===== src/pat_params.svh =====
`ifndef PAT_PARAMS_SVH
`define PAT_PARAMS_SVH

// widths and depths
`define PAT_I_WIDTH        20
`define PAT_I_ADR_WIDTH    10
`define PAT_D_WIDTH        8
`define PAT_D_ADR_WIDTH    8
`define PAT_DMEM_DEPTH     256
`define PAT_OUT_PORT_BITS  3

// escape code, i8 -> i3 and i3 -> i0
`define PAT_PREFIX         4'b1111

// i8 space
`define PAT_OP8_OR         4'd0
`define PAT_OP8_AND        4'd1
`define PAT_OP8_ADDM       4'd2
`define PAT_OP8_SUBM       4'd3
`define PAT_OP8_ADD        4'd4
`define PAT_OP8_SUB        4'd5
`define PAT_OP8_LDI        4'd6
`define PAT_OP8_LDM        4'd7
`define PAT_OP8_BF         4'd8
`define PAT_OP8_BB         4'd9
`define PAT_OP8_STAM       4'd11
`define PAT_OP8_ORM        4'd13
`define PAT_OP8_ANDM       4'd14

// i3 space
`define PAT_OP3_SHL        4'd0
`define PAT_OP3_SHR        4'd2
`define PAT_OP3_ASR        4'd3
`define PAT_OP3_OUT        4'd8

// i0 space
`define PAT_OP0_NOT        4'd0
`define PAT_OP0_NOP        4'd5

// condition codes, 2'b10 is treated as always too
`define PAT_COND_ZERO      2'b00
`define PAT_COND_NEG       2'b01
`define PAT_COND_ALWAYS    2'b11

`endif

===== src/pat_pkg.sv =====
`default_nettype none

`include "pat_params.svh"

package pat_pkg ;

	typedef logic [`PAT_I_WIDTH-1:0]       instr_t ;
	typedef logic [`PAT_I_ADR_WIDTH-1:0]   pc_t ;
	typedef logic [`PAT_D_WIDTH-1:0]       data_t ;
	typedef logic [`PAT_D_ADR_WIDTH-1:0]   dmem_adr_t ;
	typedef logic [3:0]                    opcode_t ;
	typedef logic [1:0]                    cond_t ;
	typedef logic [`PAT_OUT_PORT_BITS-1:0] port_idx_t ;

	// accumulator ALU operation, pass_b serves the loads
	typedef enum logic [3:0] {
		ALU_OR,
		ALU_AND,
		ALU_ADD,
		ALU_SUB,
		ALU_NOT,
		ALU_SHL,
		ALU_SHR,
		ALU_ASR,
		ALU_PASS_B
	} alu_op_e ;

	typedef struct packed {
		logic  fwd ;
		logic  bwd ;
		data_t offset ;
	} branch_t ;

	// decode -> commit
	typedef struct packed {
		cond_t   cond ;
		alu_op_e alu_op ;
		data_t   b ;         // pre-selected operand
		data_t   imm ;       // store address, out index
		logic    write_acc ;
		logic    write_mem ;
		logic    write_out ;
	} decoded_t ;

	typedef struct packed {
		logic      en ;
		dmem_adr_t adr ;
		data_t     data ;
	} dmem_write_t ;

	typedef struct packed {
		logic      valid ;
		port_idx_t idx ;
		data_t     data ;
	} out_write_t ;

endpackage

`default_nettype wire


===== src/pat_top.sv =====
`timescale 1ns/1ps
`default_nettype none

module pat_top import pat_pkg::* ; (
	input  logic       clk,
	input  logic       reset,
	input  instr_t     i_instr,
	output pc_t        o_pc,
	output data_t      o_acc,
	output out_write_t o_out
) ;

	branch_t     branch ;
	dmem_adr_t   dmem_rd_adr ;
	data_t       dmem_rd_data ;
	decoded_t    decoded ;
	dmem_write_t dmem_write ;

	// ==================================================
	// stage 1, fetch register and decode
	pat_decode u_decode (
		.clk            (clk),
		.reset          (reset),
		.i_instr        (i_instr),
		.i_dmem_rd_data (dmem_rd_data),
		.o_dmem_rd_adr  (dmem_rd_adr),
		.o_branch       (branch),
		.o_decoded      (decoded)
	) ;

	pat_program_counter u_pc (
		.clk      (clk),
		.reset    (reset),
		.i_branch (branch),
		.o_pc     (o_pc)
	) ;

	pat_data_mem u_dmem (
		.clk       (clk),
		.i_rd_adr  (dmem_rd_adr),
		.o_rd_data (dmem_rd_data),
		.i_write   (dmem_write)
	) ;

	// ==================================================
	// stage 2, commit
	pat_execute u_execute (
		.clk          (clk),
		.reset        (reset),
		.i_decoded    (decoded),
		.o_dmem_write (dmem_write),
		.o_out        (o_out),
		.o_acc        (o_acc)
	) ;

endmodule

`default_nettype wire


===== src/pat_execute.sv =====
`timescale 1ns/1ps
`default_nettype none

`include "pat_params.svh"

module pat_execute import pat_pkg::* ; (
	input  logic        clk,
	input  logic        reset,
	input  decoded_t    i_decoded,
	output dmem_write_t o_dmem_write,
	output out_write_t  o_out,
	output data_t       o_acc
) ;

	data_t      acc ;
	logic       z ;
	logic       n ;
	logic       commit ;
	data_t      alu_y ;
	out_write_t out_q ;

	function automatic logic cond_met(input cond_t c, input logic zf, input logic nf) ;
		case (c)
			`PAT_COND_ZERO: cond_met = zf ;
			`PAT_COND_NEG:  cond_met = nf ;
			default:        cond_met = 1'b1 ;  // always
		endcase
	endfunction

	pat_alu u_alu (
		.i_a  (acc),
		.i_b  (i_decoded.b),
		.i_op (i_decoded.alu_op),
		.o_y  (alu_y)
	) ;

	assign commit = cond_met(i_decoded.cond, z, n) ;

	// ==================================================
	// accumulator and flags
	always_ff @(posedge clk)
	begin
		if (reset)
		begin
			acc <= '0 ;
			z <= 1'b0 ;
			n <= 1'b0 ;
		end
		else if (commit && i_decoded.write_acc)
		begin
			acc <= alu_y ;
			z <= (alu_y == '0) ;
			n <= alu_y[`PAT_D_WIDTH-1] ;
		end
	end

	// store lands on this same edge
	assign o_dmem_write.en   = commit && i_decoded.write_mem ;
	assign o_dmem_write.adr  = dmem_adr_t'(i_decoded.imm) ;
	assign o_dmem_write.data = acc ;

	// out strobe, one cycle
	always_ff @(posedge clk)
	begin
		if (reset)
			out_q.valid <= 1'b0 ;
		else
			out_q.valid <= commit && i_decoded.write_out ;
		if (commit && i_decoded.write_out)
		begin
			out_q.idx  <= i_decoded.imm[`PAT_OUT_PORT_BITS-1:0] ;
			out_q.data <= acc ;
		end
	end

	assign o_out = out_q ;
	assign o_acc = acc ;

endmodule

`default_nettype wire


===== src/pat_data_mem.sv =====
`timescale 1ns/1ps
`default_nettype none

`include "pat_params.svh"

module pat_data_mem import pat_pkg::* ; (
	input  logic        clk,
	input  dmem_adr_t   i_rd_adr,
	output data_t       o_rd_data,
	input  dmem_write_t i_write
) ;

	data_t mem [`PAT_DMEM_DEPTH] ;

	// read is combinational, decode samples it at its edge
	assign o_rd_data = mem[i_rd_adr] ;

	always_ff @(posedge clk)
	begin
		if (i_write.en)
			mem[i_write.adr] <= i_write.data ;
	end

endmodule

`default_nettype wire


===== src/pat_program_counter.sv =====
`timescale 1ns/1ps
`default_nettype none

module pat_program_counter import pat_pkg::* ; (
	input  logic    clk,
	input  logic    reset,
	input  branch_t i_branch,
	output pc_t     o_pc
) ;

	pc_t pc ;
	pc_t offset ;

	// offset is unsigned, direction comes from the opcode
	assign offset = pc_t'(i_branch.offset) ;

	// pc already points two past the branch when it is decoded
	always_ff @(posedge clk)
	begin
		if (reset)
			pc <= '0 ;
		else if (i_branch.fwd)
			pc <= pc + offset ;
		else if (i_branch.bwd)
			pc <= pc - offset ;  // wraps mod 1024
		else
			pc <= pc + pc_t'(1) ;
	end

	assign o_pc = pc ;

endmodule

`default_nettype wire


===== src/pat_decode.sv =====
`timescale 1ns/1ps
`default_nettype none

`include "pat_params.svh"

module pat_decode import pat_pkg::* ; (
	input  logic      clk,
	input  logic      reset,
	input  instr_t    i_instr,
	input  data_t     i_dmem_rd_data,
	output dmem_adr_t o_dmem_rd_adr,
	output branch_t   o_branch,
	output decoded_t  o_decoded
) ;

	localparam instr_t NOP_WORD = {5'd0, `PAT_COND_ALWAYS, 1'b0,
		`PAT_PREFIX, `PAT_PREFIX, `PAT_OP0_NOP} ;
	localparam decoded_t NOP_DECODED = '{cond: `PAT_COND_ALWAYS, alu_op: ALU_PASS_B,
		b: '0, imm: '0, write_acc: 1'b0, write_mem: 1'b0, write_out: 1'b0} ;

	instr_t     ir ;
	logic       fetch_live ;  // low on the first edge out of reset
	cond_t      cond ;
	opcode_t    op8 ;
	opcode_t    op3 ;
	opcode_t    op0 ;
	data_t      imm8 ;
	logic [2:0] imm3 ;
	logic       is_i8 ;
	logic       is_i3 ;
	logic       is_i0 ;
	logic       use_mem ;
	logic       acc_op ;
	alu_op_e    alu_op ;
	data_t      operand_b ;
	decoded_t   dec_q ;

	// ==================================================
	// instruction register
	always_ff @(posedge clk)
	begin
		if (reset)
		begin
			ir <= NOP_WORD ;
			fetch_live <= 1'b0 ;
		end
		else
		begin
			ir <= fetch_live ? i_instr : NOP_WORD ;  // word fetched under reset is stale
			fetch_live <= 1'b1 ;
		end
	end

	// bits 19:15 and the old field_op bit are ignored
	assign cond = ir[14:13] ;
	assign op8  = ir[11:8] ;
	assign imm8 = ir[7:0] ;
	assign op3  = ir[7:4] ;
	assign imm3 = ir[2:0] ;
	assign op0  = ir[3:0] ;

	assign is_i8 = (op8 != `PAT_PREFIX) ;
	assign is_i3 = (op8 == `PAT_PREFIX) && (op3 != `PAT_PREFIX) ;
	assign is_i0 = (op8 == `PAT_PREFIX) && (op3 == `PAT_PREFIX) ;

	// ==================================================
	// opcode decode, anything unlisted is a nop
	always_comb
	begin
		alu_op = ALU_PASS_B ;
		acc_op = 1'b1 ;
		if (is_i8)
		begin
			case (op8)
				`PAT_OP8_OR, `PAT_OP8_ORM:   alu_op = ALU_OR ;
				`PAT_OP8_AND, `PAT_OP8_ANDM: alu_op = ALU_AND ;
				`PAT_OP8_ADD, `PAT_OP8_ADDM: alu_op = ALU_ADD ;
				`PAT_OP8_SUB, `PAT_OP8_SUBM: alu_op = ALU_SUB ;
				`PAT_OP8_LDI, `PAT_OP8_LDM:  alu_op = ALU_PASS_B ;
				default:                     acc_op = 1'b0 ;  // branches, stam
			endcase
		end
		else if (is_i3)
		begin
			case (op3)
				`PAT_OP3_SHL: alu_op = ALU_SHL ;
				`PAT_OP3_SHR: alu_op = ALU_SHR ;
				`PAT_OP3_ASR: alu_op = ALU_ASR ;
				default:      acc_op = 1'b0 ;
			endcase
		end
		else if (is_i0 && (op0 == `PAT_OP0_NOT))
			alu_op = ALU_NOT ;
		else
			acc_op = 1'b0 ;
	end

	assign use_mem = is_i8 && ((op8 == `PAT_OP8_LDM) || (op8 == `PAT_OP8_ADDM) ||
		(op8 == `PAT_OP8_SUBM) || (op8 == `PAT_OP8_ORM) || (op8 == `PAT_OP8_ANDM)) ;

	assign o_dmem_rd_adr = dmem_adr_t'(imm8) ;
	assign operand_b = use_mem ? i_dmem_rd_data : (is_i8 ? imm8 : data_t'(imm3)) ;

	// branches act on the PC here, unconditionally
	assign o_branch.fwd    = is_i8 && (op8 == `PAT_OP8_BF) ;
	assign o_branch.bwd    = is_i8 && (op8 == `PAT_OP8_BB) ;
	assign o_branch.offset = imm8 ;

	always_ff @(posedge clk)
	begin
		if (reset)
			dec_q <= NOP_DECODED ;
		else
			dec_q <= '{cond: cond, alu_op: alu_op, b: operand_b, imm: imm8,
				write_acc: acc_op,
				write_mem: is_i8 && (op8 == `PAT_OP8_STAM),
				write_out: is_i3 && (op3 == `PAT_OP3_OUT)} ;
	end

	assign o_decoded = dec_q ;

endmodule

`default_nettype wire


===== src/pat_alu.sv =====
`timescale 1ns/1ps
`default_nettype none

module pat_alu import pat_pkg::* ; (
	input  data_t   i_a,
	input  data_t   i_b,
	input  alu_op_e i_op,
	output data_t   o_y
) ;

	logic       is_sub ;
	data_t      b_in ;
	data_t      sum ;
	logic [2:0] sh ;

	// one adder, sub = a + ~b + 1
	assign is_sub = (i_op == ALU_SUB) ;
	assign b_in   = is_sub ? ~i_b : i_b ;
	assign sum    = i_a + b_in + data_t'(is_sub) ;

	assign sh = i_b[2:0] ;  // shift amount

	always_comb
	begin
		case (i_op)
			ALU_OR:     o_y = i_a | i_b ;
			ALU_AND:    o_y = i_a & i_b ;
			ALU_ADD:    o_y = sum ;
			ALU_SUB:    o_y = sum ;
			ALU_NOT:    o_y = ~i_a ;
			ALU_SHL:    o_y = i_a << sh ;
			ALU_SHR:    o_y = i_a >> sh ;
			ALU_ASR:    o_y = data_t'($signed(i_a) >>> sh) ;  // sign fill
			ALU_PASS_B: o_y = i_b ;
			default:    o_y = i_b ;
		endcase
	end

endmodule

`default_nettype wire


===== config.mk =====
export PLATFORM = sky130hd
export DESIGN_NAME = pat_top
export DESIGN_NICKNAME = d
export VERILOG_FILES = /design/src/pat_pkg.sv /design/src/pat_top.sv /design/src/pat_execute.sv /design/src/pat_data_mem.sv /design/src/pat_program_counter.sv /design/src/pat_decode.sv /design/src/pat_alu.sv
export VERILOG_INCLUDE_DIRS = /design/src /design/src/src
export SDC_FILE = /design/constraint.sdc
export NUM_CORES = 2
export LEC_CHECK = 0
export BUFFER_PORTS_ARGS = -buffer_cell sky130_fd_sc_hd__buf_4
export CAP_MARGIN = 10
export CORE_MARGIN = 4
export CORE_UTILIZATION = 60
export CTS_BUF_LIST = sky130_fd_sc_hd__clkbuf_16
export DETAILED_ROUTE_END_ITERATION = 8
export PLACE_DENSITY_LB_ADDON = 0.25
export SLEW_MARGIN = 25
export SYNTH_ARGS = -nofsm -noshare
export SYNTH_HDL_FRONTEND = slang
export SYNTH_SLANG_ARGS = --single-unit

===== constraint.sdc =====
create_clock -name clk -period 10.9 [get_ports clk]
set_input_delay 1.635 -clock clk [delete_from_list [all_inputs] [get_ports clk]]
set_output_delay 1.635 -clock clk [all_outputs]
set_load 0.05 [all_outputs]

==> impl_results.md <==
- Pwr dens: 179 nW/µm²
- Worst-margin pin slew: 1230 ps
- Fmax achieved: 0.199 GHz
- Max Clock Skew: 23.7 ps
- Yosys reg bits: 2119
- Cell Chain, Critical Path: buf_12, buf_4, mux4_2, a22o_1, a221oi_1, o22ai_1, o21ai_0, o211ai_1, o221a_1
- Worst flop-to-flop path startpoint: u_decode.ir[0]
- Detailed placement HPWL: 132 mm
- Post-CTS Resized: 0
- Syn Nets: 4291
- Vias in the first global route: 42900
- Cts hold-fix bufs: 0
- CTS tree: built
- Vias: 44000
- RSZ-0062 raised after global routing: no
- DP Worst Slack: 5900 ps
- Initial drt markers: 6672
- GPL Wtd Cong: 0.904
- Post-route setup TNS: 0 ps
- Die extent in x: 382 µm
- Status: finished with violations
- Worst Setup Slack, final: 5880 ps
- TritonCTS buffer count: 200
- Final setup vio count: 0
- Largest net degree at the start of global routing: 228
- Residual DRC count: 4
- Overflow after GRT: 0
- Clk buf depth: 3
- R2r setup slk: 5880 ps
- CTS sink cnt: 2119
- Required @ worst endpoint: 11610 ps
- Average cell area after synthesis: 19.7 µm²
- Worst r2r dst: u_decode.o_decoded[11]
- Tmin final: 5020 ps
- H-tree levels: 4
- Crit. End Element: flip-flop
- DR pass1 iterations: 9
- MaxCap Viol Count: 0
- Cell total after placement: 5983
- Root Buffer: clkbuf_16
- Crit-path max FO: 81
- Layout cells sized above 1: 21.2%
- CP Data Arrival Time: 5730 ps
- FFs w/ async S/R, synth: 0%
- Final Hold Fails: 0
- Top Ports: 52
- Area growth, synth to finish: 10.5%
- Area of the mapped netlist: 83800 µm²
- Synth cell types: 81
- Post-route ant nets: 0
- HP Class: reg2reg
- Core area: 138000 µm²
- Register area share after synthesis: 75.3%
- Leading area contributor after synthesis: edfxtp_1
- PortBufs: 45
- Wire per inst: 34.6 µm
- Slew Viols, Final: 0
- Clock-pin slew on the worst setup and hold paths: 70 ps
- Worst hold endpoint: u_decode.o_decoded[24]
- Finished Layout Cells: 6357
- Min-delay src: u_decode.ir[14]
- CP startpoint kind: flip-flop
- Die Ht: 382 µm
- Number of enable flip-flop cells after synthesis: 2059
- Drt total wl: 220 mm
- Initial Utilization: 60.7%
- Hold path depth: 1
- Placed Area: 86000 µm²
- Antenna violations before repair: 12
- Hold slack: 419 ps
- Row count: 136
- Slew headroom: 18.0%
- CP max stage cell: o21ai_0
- Fin crit share: 46.0%
- Synth Warn #: 0
- Clk_lat worst skew: 830 ps
- Die area: 146000 µm²
- Slowest stage delay, CP: 770 ps
- Synth Flop Type: edfxtp_1
- Total track usage: 30.5%
- Synth area leaders: edfxtp_1 (74%), mux4_2 (12%), mux2i_1 (2.5%), nor2_1 (1.5%), dfxtp_1 (1.4%)
- P_leak: 30.3 nW
- Vias per inst: 6.92
- Mapped Cells: 4248
- Design Area, Final: 92600 µm²
- Top-area cell type share of the netlist area: 73.8%
- VDD IR max: 147 µV
- Failing checks: DRC
- Worst reg2reg path depth: 9
- Crit Path Category: reg2reg
- NumNets Final: 4366
- Post-CTS setup repair buffer count: 0
- First-pass GRT wire length: 316 mm
[cell usage in the layout (no fill, tap or decap), drive strengths merged, types with 9 or more instances in the layout]
cell / instances
edfxtp: 2059
mux4: 464
nor2: 332
mux2i: 211
clkbuf: 202
buf: 142
nand2: 119
a22oi: 110
clkinv: 90
a21oi: 84
nand3: 71
inv: 60
dfxtp: 60
o21ai: 38
nor2b: 32
bufinv: 26
nor3: 24
nand2b: 24
a221oi: 23
nand4: 21
ha: 19
xnor2: 18
a31oi: 18
o22ai: 17
a211oi: 17
a22o: 14
or2: 12
o221ai: 11
o211ai: 11
mux2: 10
nor4: 9
[cell families (layout without fill, tap and decap cells)]
logic type,after synthesis,in the layout,share of synthesized area [%]
mux,685,685,15.1
flops,2119,2119,75.3
compound gates,418,418,3.53
buf+inv,286,526,1.73
simple gates,694,694,3.76
other cells,0,6,0
xor+xnor,25,25,0.261
fa+ha+maj,21,21,0.332
[flip-flops by register name, summed over array words and instances, names as in the netlist]
signal               count
u_decode.fetch_live      1
u_execute.o_out         12
u_decode.o_decoded      25
u_execute.n              1
u_decode.ir             14
u_dmem.mem            2048
u_pc.o_pc               10
u_execute.o_acc          7
u_execute.z              1
[worst max-delay path, delay by kind of cell, from the launching register on]
kind            cells  cell delay (ps)
compound gates      6             2210
flops               1              610
buf+inv             2             1310
mux                 1              620
[final cells by class]
type                       count  area (µm²)
clock buffer                 202        5050
fill                        8666       45400
timing repair buffer         142        1160
multi-input combinational   1843       19400
sequential                  2119       63100
tap                         1863        2330
clock inverter               165        1460
inverter                      17        68.8
antenna                        6        15.0
[how the worst max path moves through the flow]
stage / slack (ps) / end / start
floorplan: 4800 / u_execute.n / u_execute.o_acc[1]
global placement: 5920 / u_decode.o_decoded[11] / u_decode.ir[0]
detailed placement: 5900 / u_decode.o_decoded[11] / u_decode.ir[0]
CTS: 5890 / u_decode.o_decoded[11] / u_decode.ir[0]
global route: 5500 / u_decode.o_decoded[11] / u_decode.ir[0]
finish: 5880 / u_decode.o_decoded[11] / u_decode.ir[0]
[synthesized netlist by cell type, types with 19 or more instances]
master and instances:
mux2i_1 211, dfxtp_1 60, buf_2 49, buf_4 39
clkbuf_1 130, nand3_1 71, nor2b_1 32, nor3_1 24
buf_6 21, ha_1 19, nand4_1 21, nand2_1 119
nor2_1 332, edfxtp_1 2059, o21ai_0 35, a21oi_1 84
nand2b_1 24, a221oi_1 23, mux4_2 464, buf_1 27
a22oi_1 110
[per-stage QoR]
step	total power [W]	utilization (%)
floorplan	0.00954	-
global placement	0.00977	62.3
detailed placement	0.00978	62.3
CTS	0.0166	67.0
global route	0.0170	67.1
finish	0.0166	67.1
[layer usage]
| layer | vias to the layer above | wire [µm] | share of wire [%] | global-route usage, % |
|---|---|---|---|---|
| met3 | 555 | 28900 | 13 | 9.62 |
| met5 | - | 100 | 0.045 | 0.463 |
| met4 | 8 | 9690 | 4.4 | 12.3 |
| met1 | 22700 | 79900 | 36 | 42.8 |
| met2 | 3061 | 101000 | 46 | 45.4 |
| li1 | 17600 | - | - | - |
[power breakdown]
| part | switching (W) | internal (W) | total, W |
|---|---|---|---|
| logic | 0.000458 | 0.000228 | 0.000685 |
| clock network | 0.00296 | 0.00397 | 0.00693 |
| registers | 0.0000416 | 0.00890 | 0.00894 |
| total | 0.00346 | 0.0131 | 0.0166 |
Note: power is estimated with default switching activity, not from simulation.
